[config.mk]
export PLATFORM = sky130hd
export DESIGN_NAME = CommandInterpreter
export DESIGN_NICKNAME = d
export VERILOG_FILES = /design/src/hw/CommandPkg.sv /design/src/hw/SlowControlPkg.sv /design/src/hw/CommandReader.sv /design/src/hw/CommandDecoder.sv /design/src/hw/ChannelSlice.sv /design/src/hw/CommandInterpreter.sv
export VERILOG_INCLUDE_DIRS = /design/src /design/src/hw
export SDC_FILE = /design/constraint.sdc
export NUM_CORES = 1
export LEC_CHECK = 0
export BUFFER_PORTS_ARGS = -buffer_cell sky130_fd_sc_hd__buf_2
export CAP_MARGIN = 20
export CORE_MARGIN = 1
export CORE_UTILIZATION = 60
export CTS_CLUSTER_SIZE = 30
export DETAILED_ROUTE_END_ITERATION = 10
export GPL_TIMING_DRIVEN = 0
export MAX_ROUTING_LAYER = met4
export PLACE_DENSITY_LB_ADDON = 0.25
export SLEW_MARGIN = 20
export SYNTH_ARGS = -nofsm -noshare
export SYNTH_HDL_FRONTEND = slang
export SYNTH_SLANG_ARGS = --single-unit
[constraint.sdc]
create_clock -name Clk -period 5.1 [get_ports Clk]
set_input_delay 0.255 -clock Clk [delete_from_list [all_inputs] [get_ports Clk]]
set_output_delay 0.255 -clock Clk [all_outputs]
set_load 0.05 [all_outputs]
[src/hw/CommandInterpreter_consts.svh]
`ifndef COMMAND_INTERPRETER_CONSTS_SVH
`define COMMAND_INTERPRETER_CONSTS_SVH

// Command FIFO depth and pointer width
`define CMD_FIFO_DEPTH 16
`define CMD_FIFO_AW 4

// Front-end channel layout
`define NUM_CHANNELS 64
`define NUM_DISCRI 3

// Field addresses, matched against word bits 15..4
`define ADDR_DAC0_LO 12'hC00
`define ADDR_DAC0_MID 12'hC01
`define ADDR_DAC0_HI 12'hC02
`define ADDR_DAC1_LO 12'hC03
`define ADDR_DAC1_MID 12'hC04
`define ADDR_DAC1_HI 12'hC05
`define ADDR_DAC2_LO 12'hC06
`define ADDR_DAC2_MID 12'hC07
`define ADDR_DAC2_HI 12'hC08
`define ADDR_CHIPID_LO 12'hA1B
`define ADDR_CHIPID_HI 12'hA1C
`define ADDR_DATAOUT_SEL 12'hA0B
`define ADDR_TRANSMITON_SEL 12'hA0C
`define ADDR_CTEST_LO 12'hA16
`define ADDR_CTEST_HI 12'hA17
`define ADDR_MASKCH_LO 12'hA2A
`define ADDR_MASKCH_HI 12'hA2B
`define ADDR_DISCRI_PATTERN 12'hA2C
`define ADDR_MASK_ACTION 12'hA2D

// Top six bits of a channel adjust word, CC00 to CFFF
`define ADJUST_PREFIX 6'b110011

// Reset defaults
`define CHIPID_DEFAULT 8'hA1
`define DATAOUT_SEL_DEFAULT 2'd3
`define TRANSMITON_SEL_DEFAULT 2'd3

// CTest code that injects into every channel
`define CTEST_ALL 8'd255

`endif

[src/hw/CommandPkg.sv]
package CommandPkg;

	////////////////////////////////////////////////////////////
	// Command word layout
	////////////////////////////////////////////////////////////

	// Full word as written by the host, WXYZ in hex
	typedef logic [15:0] commandWord_t;

	// WX address plus Y sub-address
	typedef logic [11:0] cmdAddr_t;

	// Z data field
	typedef logic [3:0] nibble_t;

	////////////////////////////////////////////////////////////
	// Reader to decoder strobe
	////////////////////////////////////////////////////////////

	// One-cycle pulse with the popped word
	// Never high on two back-to-back cycles
	typedef struct packed {
		logic Valid;
		commandWord_t Word;
	} cmdStrobe_t;

endpackage

[src/hw/SlowControlPkg.sv]
`include "CommandInterpreter_consts.svh"

package SlowControlPkg;
	import CommandPkg::*;

	// Global ASIC parameters
	typedef logic [9:0] dacCode_t;
	typedef struct packed {
		dacCode_t Dac0;
		dacCode_t Dac1;
		dacCode_t Dac2;
	} dacVth_t;
	typedef logic [7:0] chipId_t;
	typedef logic [1:0] chSelect_t;

	// Per-channel addressing
	typedef logic [5:0] channelIdx_t;
	typedef logic [7:0] ctestCode_t;
	// One bit per discriminator, 1 is enabled
	typedef logic [`NUM_DISCRI-1:0] discriMask_t;

	// Broadcast operation to the channel slices
	typedef enum logic [2:0] {
		OpNone,
		OpSetAdjust,
		OpMask,
		OpUnmask,
		OpUnmaskAll
	} chanOpKind_t;

	typedef struct packed {
		chanOpKind_t Kind;
		channelIdx_t Channel;
		nibble_t Adjust;
		discriMask_t Pattern;
	} channelOp_t;

	// Command read FSM
	typedef enum logic {
		ReadIdle,
		ReadPop
	} readState_t;

endpackage

[src/hw/CommandReader.sv]
`timescale 1ns/1ns
`include "CommandInterpreter_consts.svh"

module CommandReader
	import CommandPkg::*;
	import SlowControlPkg::*;
(
	input logic Clk,
	input logic reset_n,
	input logic CommandWordEn,
	input commandWord_t CommandWord,
	output logic CommandFifoFull,
	output cmdStrobe_t Cmd
);

	// Count needs one more bit than the pointers to reach full
	localparam int CountW = `CMD_FIFO_AW + 1;

	commandWord_t FifoMem [`CMD_FIFO_DEPTH];
	logic [`CMD_FIFO_AW-1:0] WrPtr;
	logic [`CMD_FIFO_AW-1:0] RdPtr;
	logic [CountW-1:0] FifoCount;
	logic FifoEmpty;
	logic FifoWrite;
	logic FifoPop;
	readState_t State;
	logic CmdValid;
	commandWord_t CmdWord;

	////////////////////////////////////////////////////////////
	// Command FIFO
	////////////////////////////////////////////////////////////

	assign FifoEmpty = (FifoCount == '0);
	assign CommandFifoFull = (FifoCount == CountW'(`CMD_FIFO_DEPTH));
	// Words offered while full are dropped
	assign FifoWrite = CommandWordEn && !CommandFifoFull;
	// Only the reader pops, and only after seeing data
	assign FifoPop = (State == ReadPop);

	always_ff @(posedge Clk) begin
		if (FifoWrite) begin
			FifoMem[WrPtr] <= CommandWord;
		end
	end

	always_ff @(posedge Clk or negedge reset_n) begin
		if (!reset_n) begin
			WrPtr <= '0;
			RdPtr <= '0;
			FifoCount <= '0;
		end else begin
			// Pointers wrap naturally at the depth
			if (FifoWrite) begin
				WrPtr <= WrPtr + 1'b1;
			end
			if (FifoPop) begin
				RdPtr <= RdPtr + 1'b1;
			end
			case ({FifoWrite, FifoPop})
				2'b10: FifoCount <= FifoCount + 1'b1;
				2'b01: FifoCount <= FifoCount - 1'b1;
				default: FifoCount <= FifoCount;
			endcase
		end
	end

	////////////////////////////////////////////////////////////
	// Read FSM, one word every two cycles
	////////////////////////////////////////////////////////////

	always_ff @(posedge Clk or negedge reset_n) begin
		if (!reset_n) begin
			State <= ReadIdle;
		end else begin
			case (State)
				ReadIdle: begin
					if (!FifoEmpty) begin
						State <= ReadPop;
					end
				end
				// Pop and present, then back to idle
				ReadPop: State <= ReadIdle;
				default: State <= ReadIdle;
			endcase
		end
	end

	// Strobe follows the pop by one edge
	always_ff @(posedge Clk or negedge reset_n) begin
		if (!reset_n) begin
			CmdValid <= 1'b0;
		end else begin
			CmdValid <= FifoPop;
		end
	end

	// Head word captured as it leaves
	always_ff @(posedge Clk) begin
		if (FifoPop) begin
			CmdWord <= FifoMem[RdPtr];
		end
	end

	assign Cmd = '{Valid: CmdValid, Word: CmdWord};

endmodule

[src/hw/CommandDecoder.sv]
`timescale 1ns/1ns
`include "CommandInterpreter_consts.svh"

module CommandDecoder
	import CommandPkg::*;
	import SlowControlPkg::*;
(
	input logic Clk,
	input logic reset_n,
	input cmdStrobe_t Cmd,
	output dacVth_t DacVth,
	output chipId_t ChipId,
	output chSelect_t DataoutChannelSelect,
	output chSelect_t TransmitOnChannelSelect,
	output ctestCode_t CTestCode,
	output channelOp_t ChanOp
);

	cmdAddr_t CmdAddr;
	nibble_t CmdData;
	logic IsAdjust;
	channelIdx_t MaskChannel;
	discriMask_t DiscriPattern;
	chanOpKind_t NextOpKind;
	chanOpKind_t OpKind;
	channelIdx_t OpChannel;
	nibble_t OpAdjust;
	discriMask_t OpPattern;

	// Split the word into address and data
	assign CmdAddr = Cmd.Word[15:4];
	assign CmdData = Cmd.Word[3:0];
	// Adjust words carry the channel in bits 9..4
	assign IsAdjust = Cmd.Valid && (Cmd.Word[15:10] == `ADJUST_PREFIX);

	////////////////////////////////////////////////////////////
	// Global field registers
	////////////////////////////////////////////////////////////

	always_ff @(posedge Clk or negedge reset_n) begin
		if (!reset_n) begin
			DacVth <= '0;
			ChipId <= `CHIPID_DEFAULT;
			DataoutChannelSelect <= `DATAOUT_SEL_DEFAULT;
			TransmitOnChannelSelect <= `TRANSMITON_SEL_DEFAULT;
			CTestCode <= '0;
			MaskChannel <= '0;
			DiscriPattern <= '0;
		end else if (Cmd.Valid) begin
			case (CmdAddr)
				// DAC thresholds, three nibble slices each
				`ADDR_DAC0_LO: DacVth.Dac0[3:0] <= CmdData;
				`ADDR_DAC0_MID: DacVth.Dac0[7:4] <= CmdData;
				`ADDR_DAC0_HI: DacVth.Dac0[9:8] <= CmdData[1:0];
				`ADDR_DAC1_LO: DacVth.Dac1[3:0] <= CmdData;
				`ADDR_DAC1_MID: DacVth.Dac1[7:4] <= CmdData;
				`ADDR_DAC1_HI: DacVth.Dac1[9:8] <= CmdData[1:0];
				`ADDR_DAC2_LO: DacVth.Dac2[3:0] <= CmdData;
				`ADDR_DAC2_MID: DacVth.Dac2[7:4] <= CmdData;
				`ADDR_DAC2_HI: DacVth.Dac2[9:8] <= CmdData[1:0];
				// Chip ID
				`ADDR_CHIPID_LO: ChipId[3:0] <= CmdData;
				`ADDR_CHIPID_HI: ChipId[7:4] <= CmdData;
				// Output channel selects, low two bits
				`ADDR_DATAOUT_SEL: DataoutChannelSelect <= CmdData[1:0];
				`ADDR_TRANSMITON_SEL: TransmitOnChannelSelect <= CmdData[1:0];
				// Charge injection code, decoded in the slices
				`ADDR_CTEST_LO: CTestCode[3:0] <= CmdData;
				`ADDR_CTEST_HI: CTestCode[7:4] <= CmdData;
				// Mask target and pattern, used by the next action
				`ADDR_MASKCH_LO: MaskChannel[3:0] <= CmdData;
				`ADDR_MASKCH_HI: MaskChannel[5:4] <= CmdData[1:0];
				`ADDR_DISCRI_PATTERN: DiscriPattern <= CmdData[`NUM_DISCRI-1:0];
				default: ;
			endcase
		end
	end

	////////////////////////////////////////////////////////////
	// Channel operation broadcast
	////////////////////////////////////////////////////////////

	always_comb begin
		NextOpKind = OpNone;
		if (IsAdjust) begin
			NextOpKind = OpSetAdjust;
		end else if (Cmd.Valid && (CmdAddr == `ADDR_MASK_ACTION)) begin
			// Unlisted action codes do nothing
			case (CmdData)
				4'd0: NextOpKind = OpUnmaskAll;
				4'd1: NextOpKind = OpMask;
				4'd2: NextOpKind = OpUnmask;
				default: NextOpKind = OpNone;
			endcase
		end
	end

	// Kind lasts exactly one cycle
	always_ff @(posedge Clk or negedge reset_n) begin
		if (!reset_n) begin
			OpKind <= OpNone;
		end else begin
			OpKind <= NextOpKind;
		end
	end

	// Operands only matter while Kind is set
	always_ff @(posedge Clk) begin
		if (IsAdjust) begin
			OpChannel <= Cmd.Word[9:4];
			OpAdjust <= CmdData;
		end else begin
			OpChannel <= MaskChannel;
		end
		OpPattern <= DiscriPattern;
	end

	assign ChanOp = '{
		Kind: OpKind,
		Channel: OpChannel,
		Adjust: OpAdjust,
		Pattern: OpPattern
	};

endmodule

[src/hw/ChannelSlice.sv]
`timescale 1ns/1ns
`include "CommandInterpreter_consts.svh"

module ChannelSlice
	import CommandPkg::*;
	import SlowControlPkg::*;
#(
	parameter int ChannelIndex = 0
)(
	input logic Clk,
	input logic reset_n,
	input channelOp_t ChanOp,
	input ctestCode_t CTestCode,
	output nibble_t Adjust,
	output discriMask_t Mask,
	output logic CTestSelect
);

	// This slice's address and its CTest code, k selects channel k-1
	localparam channelIdx_t MyChannel = channelIdx_t'(ChannelIndex);
	localparam ctestCode_t MyCTestCode = ctestCode_t'(ChannelIndex + 1);

	nibble_t AdjustReg;
	discriMask_t MaskReg;
	logic Hit;

	assign Hit = (ChanOp.Channel == MyChannel);

	////////////////////////////////////////////////////////////
	// Adjust and mask registers
	////////////////////////////////////////////////////////////

	always_ff @(posedge Clk or negedge reset_n) begin
		if (!reset_n) begin
			AdjustReg <= '0;
			// All discriminators enabled
			MaskReg <= '1;
		end else begin
			case (ChanOp.Kind)
				OpSetAdjust: if (Hit) AdjustReg <= ChanOp.Adjust;
				// Clear the pattern's zero bits
				OpMask: if (Hit) MaskReg <= MaskReg & ChanOp.Pattern;
				OpUnmask: if (Hit) MaskReg <= '1;
				// Applies to every slice
				OpUnmaskAll: MaskReg <= '1;
				default: ;
			endcase
		end
	end

	// ASIC shifts the adjust DAC LSB first, so swap the bit order
	assign Adjust = {AdjustReg[0], AdjustReg[1], AdjustReg[2], AdjustReg[3]};
	assign Mask = MaskReg;

	// Own bit of the one-hot CTest decode, 255 hits everyone
	assign CTestSelect = (CTestCode == MyCTestCode) || (CTestCode == `CTEST_ALL);

endmodule

[src/hw/CommandInterpreter.sv]
`timescale 1ns/1ns
`include "CommandInterpreter_consts.svh"

module CommandInterpreter
	import CommandPkg::*;
	import SlowControlPkg::*;
(
	input logic Clk,
	input logic reset_n,
	// Host side
	input logic CommandWordEn,
	input commandWord_t CommandWord,
	output logic CommandFifoFull,
	// Global slow control
	output dacVth_t DacVth,
	output chipId_t ChipId,
	output chSelect_t DataoutChannelSelect,
	output chSelect_t TransmitOnChannelSelect,
	// Per-channel vectors, channel 0 in the low bits
	output logic [`NUM_CHANNELS-1:0] CTestChannel,
	output logic [4*`NUM_CHANNELS-1:0] ChannelAdjust,
	output logic [`NUM_DISCRI*`NUM_CHANNELS-1:0] DiscriminatorMask
);

	cmdStrobe_t Cmd;
	channelOp_t ChanOp;
	ctestCode_t CTestCode;

	////////////////////////////////////////////////////////////
	// FIFO and read FSM
	////////////////////////////////////////////////////////////

	CommandReader CommandReader_inst (
		.Clk(Clk),
		.reset_n(reset_n),
		.CommandWordEn(CommandWordEn),
		.CommandWord(CommandWord),
		.CommandFifoFull(CommandFifoFull),
		.Cmd(Cmd)
	);

	// Field registers and op broadcast
	CommandDecoder CommandDecoder_inst (
		.Clk(Clk),
		.reset_n(reset_n),
		.Cmd(Cmd),
		.DacVth(DacVth),
		.ChipId(ChipId),
		.DataoutChannelSelect(DataoutChannelSelect),
		.TransmitOnChannelSelect(TransmitOnChannelSelect),
		.CTestCode(CTestCode),
		.ChanOp(ChanOp)
	);

	////////////////////////////////////////////////////////////
	// Channel slices
	////////////////////////////////////////////////////////////

	for (genvar i = 0; i < `NUM_CHANNELS; i++) begin : gSlice
		// Each slice owns its nibble, its mask bits and its CTest bit
		ChannelSlice #(
			.ChannelIndex(i)
		) ChannelSlice_inst (
			.Clk(Clk),
			.reset_n(reset_n),
			.ChanOp(ChanOp),
			.CTestCode(CTestCode),
			.Adjust(ChannelAdjust[4*i +: 4]),
			.Mask(DiscriminatorMask[`NUM_DISCRI*i +: `NUM_DISCRI]),
			.CTestSelect(CTestChannel[i])
		);
	end

endmodule

==> results.md <==
* Status: finished clean
* Chip width at 236 um
* Post-Syn Area at 0.03285 mm2
* CP Capture Type: output port
* Setup TNS at 0 ps
* # setup viols final at 0
* Reg power frac at 45.9%
* Post_cts resized at 0
* Post-synthesis adder-cell area fraction at 0.3428%
* Starting Density at 60.93%
* Leakage power at 19.07 nW
* Vias at 22.95k
* H-tree depth at 3
* Post-Syn Instances at 2273
* Yosys cell types at 63
* Internal Power at 0.01180 W
* Root Driver: clkbuf_16
* Max cap viols at 0
* Top layer in use: met4
* Vias per cell at 6.149
* Mapped Nets at 2301
* Commonest cells post-synth: 326 x dfrtp_1, 308 x o21ai_0, 294 x mux2_2
* Dominant synthesized flop cell: dfrtp_1
* Inst Count DP at 3565
* Required time of the critical path at 4850 ps
* Routed Antenna Nets at 0
* Met1 Wirelength at 36100 um
* Clk slew on worst S/H paths at 60 ps
* RSZ-0062 raised after global routing: no
* Drt first pass iters at 6
* CTS Buf Count at 83
* R2R Setup Slk at 2010 ps
* Main area contributors after synthesis: edfxtp_1 25%, dfrtp_1 25%, dfstp_2 16%
* FP Rows at 85
* Filler instances at 3438
* Ant diodes at 0
* CTS tree: yes
* DRC errors left at 0
* Largest net degree at the start of global routing at 117
* Post-synth EDFFs at 276
* Clock Sinks at 810
* Synth area leader: edfxtp_1
* Clk_lat worst skew at 620 ps
* Core box area at 0.05392 mm2
* Initial DRC Count at 2413
* Clock power frac at 37.2%
* Slew Viols, Final at 0
* Tmin final at 3293 ps
* Post-synthesis simple-gate area fraction at 6.349%
* CP Launch Point: CommandDecoder_inst.CTestCode[6]$_DFFE_PN0P_
* Largest family of logic cells by synthesized area: multiplexers
* Register area share after synthesis at 66.52%
* Met3 wire len at 8247 um
* Vias in the first global route at 22.61k
* Pwr Density at 405.7 mW/mm2
* GP Congestion at 0.9512
* Area Overhead vs Synth at 21.37%
* Die area at 0.05570 mm2
* Most common cell in the synthesized netlist: dfrtp_1
* Area share of xor/xnor cells in the synthesized design at 0.2932%
* GR Overflow Total at 0
* Switching part of the total power at 27.07%
* Psw at 0.004379 W
* Tot GR Track Use at 37.32%
* Ys Warns at 0
* Yosys reg bits at 810
* Initial antenna violation count at 0
* I/O pin cnt at 574
* R2R Path Start: CommandReader_inst.FifoCount[1]$_DFFE_PN0P_
* Avg Inst Size Synth at 14.45 um2
* Final Skew at 18.42 ps
* Worst-path maximum fanout at 10
* Comb power frac at 16.9%
* Final Hold Viols at 0
* Layout cells sized above 1 at 48.11%
* Post-synth top area share at 25.23%
* Final HPWL DP at 72180 um
* First-pass GRT wire length at 147900 um
* Asr flop ratio synth at 64.81%
* Compound-Gate Fraction of Synth Area at 6.470%
* Worst slew margin at 27.74%
* Met2 routed WL at 50230 um
* DRT Wirelength at 101200 um
* Tightest Pin Transition at 1084 ps
* Die Height at 236 um
* Post-synthesis mux area share at 16.47%
* Avg WL per Cell at 27.11 um
* F_max at 0.3037 GHz
* Reg2Reg Depth at 12
* Clock buffer depth at 3
* Max IR drop VDD at 0.3752 mV
* Total Nets Final at 2996
* Critical path destination: CTestChannel[14]
* CP Class: reg -> out
* Layout Cells excl Fill at 3733
* Tcrit/Tclk final at 64.56%
* Startpoint Class: flop
* Port Buf Inserts at 573
* FF-to-FF End: CommandReader_inst.FifoCount[4]$_DFFE_PN0P_
* Arrival time worst endpoint at 3040 ps
* Path type of the worst min-delay path: in -> reg
how the worst min path moves through the flow:
stage	cells past startpoint	start	slack, ps	end
2_1_floorplan	0	reset_n	-40	CommandDecoder_inst.CTestCode[0]$_DFFE_PN0P_
3_3_place_gp	0	CommandDecoder_inst.DiscriPattern[0]$_DFFE_PN0P_	350	CommandDecoder_inst.OpPattern[0]$_DFF_P_
3_5_place_dp	1	reset_n	260	CommandReader_inst.FifoCount[0]$_DFFE_PN0P_
4_1_cts	1	CommandWord[5]	9	CommandReader_inst.FifoMem[0][5]$_DFFE_PP_
5_1_grt	1	CommandWord[5]	20	CommandReader_inst.FifoMem[0][5]$_DFFE_PP_
6_report	1	CommandWord[9]	30	CommandReader_inst.FifoMem[15][9]$_DFFE_PP_
kinds of logic (layout without fill, tap and decap cells):
group	Yosys count	after routing
AOI/OAI and AO/OA	410	410
xor gates and xnor gates	11	11
adders and majority gates	9	9
buffers and inverters	223	987
DFF	810	810
muxes	404	404
and+or+nand+nor	406	406
flip-flops by register name, indices dropped and copies added (netlist names):
name                                         cells
CommandDecoder_inst.OpChannel                    6
CommandDecoder_inst.DataoutChannelSelect         2
CommandReader_inst.CmdWord                      16
CommandReader_inst.FifoCount                     5
CommandDecoder_inst.DiscriPattern                3
CommandDecoder_inst.OpAdjust                     4
CommandDecoder_inst.OpPattern                    3
CommandDecoder_inst.DacVth                      30
CommandDecoder_inst.OpKind                       3
CommandDecoder_inst.MaskChannel                  6
CommandDecoder_inst.ChipId                       8
CommandReader_inst.FifoMem                     256
CommandDecoder_inst.CTestCode                    8
CommandReader_inst.CmdValid                      1
gSlice.ChannelSlice_inst.Mask                  192
CommandReader_inst.WrPtr                         4
CommandReader_inst.FifoPop                       1
CommandDecoder_inst.TransmitOnChannelSelect      2
gSlice.ChannelSlice_inst.AdjustReg             256
CommandReader_inst.RdPtr                         4
layer usage:
metal,GRT usage (%),vias up
li1,-,9594
met2,59.50,1237
met1,44.41,11780
met3,7.677,341
met5,-,-
met4,21.41,0
layout make-up:
type	count	area, um2	share of cell area (%)
Clock buffer	128	2455	6.156
Buffer	215	1137	2.852
Timing Repair Buffer	610	3377	8.469
Clock inverter	26	237.7	0.5962
Sequential cell	810	21860	54.81
Inverter	8	30.03	0.07531
Tap cell	696	870.8	2.184
Multi-Input combinational cell	1240	9911	24.85
cell usage in the layout (no fill, tap or decap), drive strengths merged, types with 3 or more instances in the layout:
| cell type | count |
|---|---|
| nor4b | 5 |
| dfxtp | 9 |
| nor4 | 4 |
| and4bb | 3 |
| nand2b | 6 |
| bufinv | 4 |
| and4b | 6 |
| a31oi | 18 |
| inv | 11 |
| dfrtp | 326 |
| nor2b | 14 |
| and4 | 3 |
| mux2i | 4 |
| clkbuf | 233 |
| clkinv | 18 |
| a21oi | 72 |
| mux2 | 323 |
| ha | 9 |
| buf | 706 |
| or2 | 50 |
| nand3 | 16 |
| nand4 | 8 |
| or3 | 4 |
| xnor2 | 7 |
| xor2 | 4 |
| nor2 | 23 |
| nor3 | 10 |
| and3 | 3 |
| o21ai | 308 |
| edfxtp | 276 |
| dlygate4sd3 | 14 |
| a21boi | 4 |
| nand2 | 224 |
| mux4 | 77 |
| and2 | 9 |
| dfstp | 199 |
| nor4bb | 7 |
per-stage QoR:
step	util [%]	hold WS [ps]	worst slack [ps]	total power [W]	cell area [um2]
6_report	73.95	33.32	1807	0.01618	39870
5_1_grt	73.95	19.23	1636	0.01665	39870
4_1_cts	73.95	9.342	1825	0.01620	39870
3_5_place_dp	68.69	265.0	2025	0.01022	37040
3_3_place_gp	67.86	353.9	-6060	0.01000	36590
2_1_floorplan	-	-40.59	2254	0.009193	32850
repair_timing:
item                                   4_1_cts  5_1_grt
endpoints found under the hold margin      148        0
setup buffers                                0        0
hold buffers                                14        0
setup endpoints to repair                    0        0
critical path, cell delays in order (launching register included):
cell      delay, ps
dfrtp_1         360
clkbuf_1        200
or2_2           370
or3_1           470
clkbuf_1        270
a21boi_0        310
buf_4           160
buf_2           260
power groups by stage:
stage,Combinational [W],Clock (W),Sequential [W]
after global placement,0.00249,0,0.00751
final,0.00274,0.00602,0.00742
after detailed placement,0.00269,0,0.00753
after floorplan,0.00165,0,0.00755
after global routing,0.00289,0.00630,0.00746
after CTS,0.00274,0.00604,0.00742
Power figures use the tool's default switching activity.
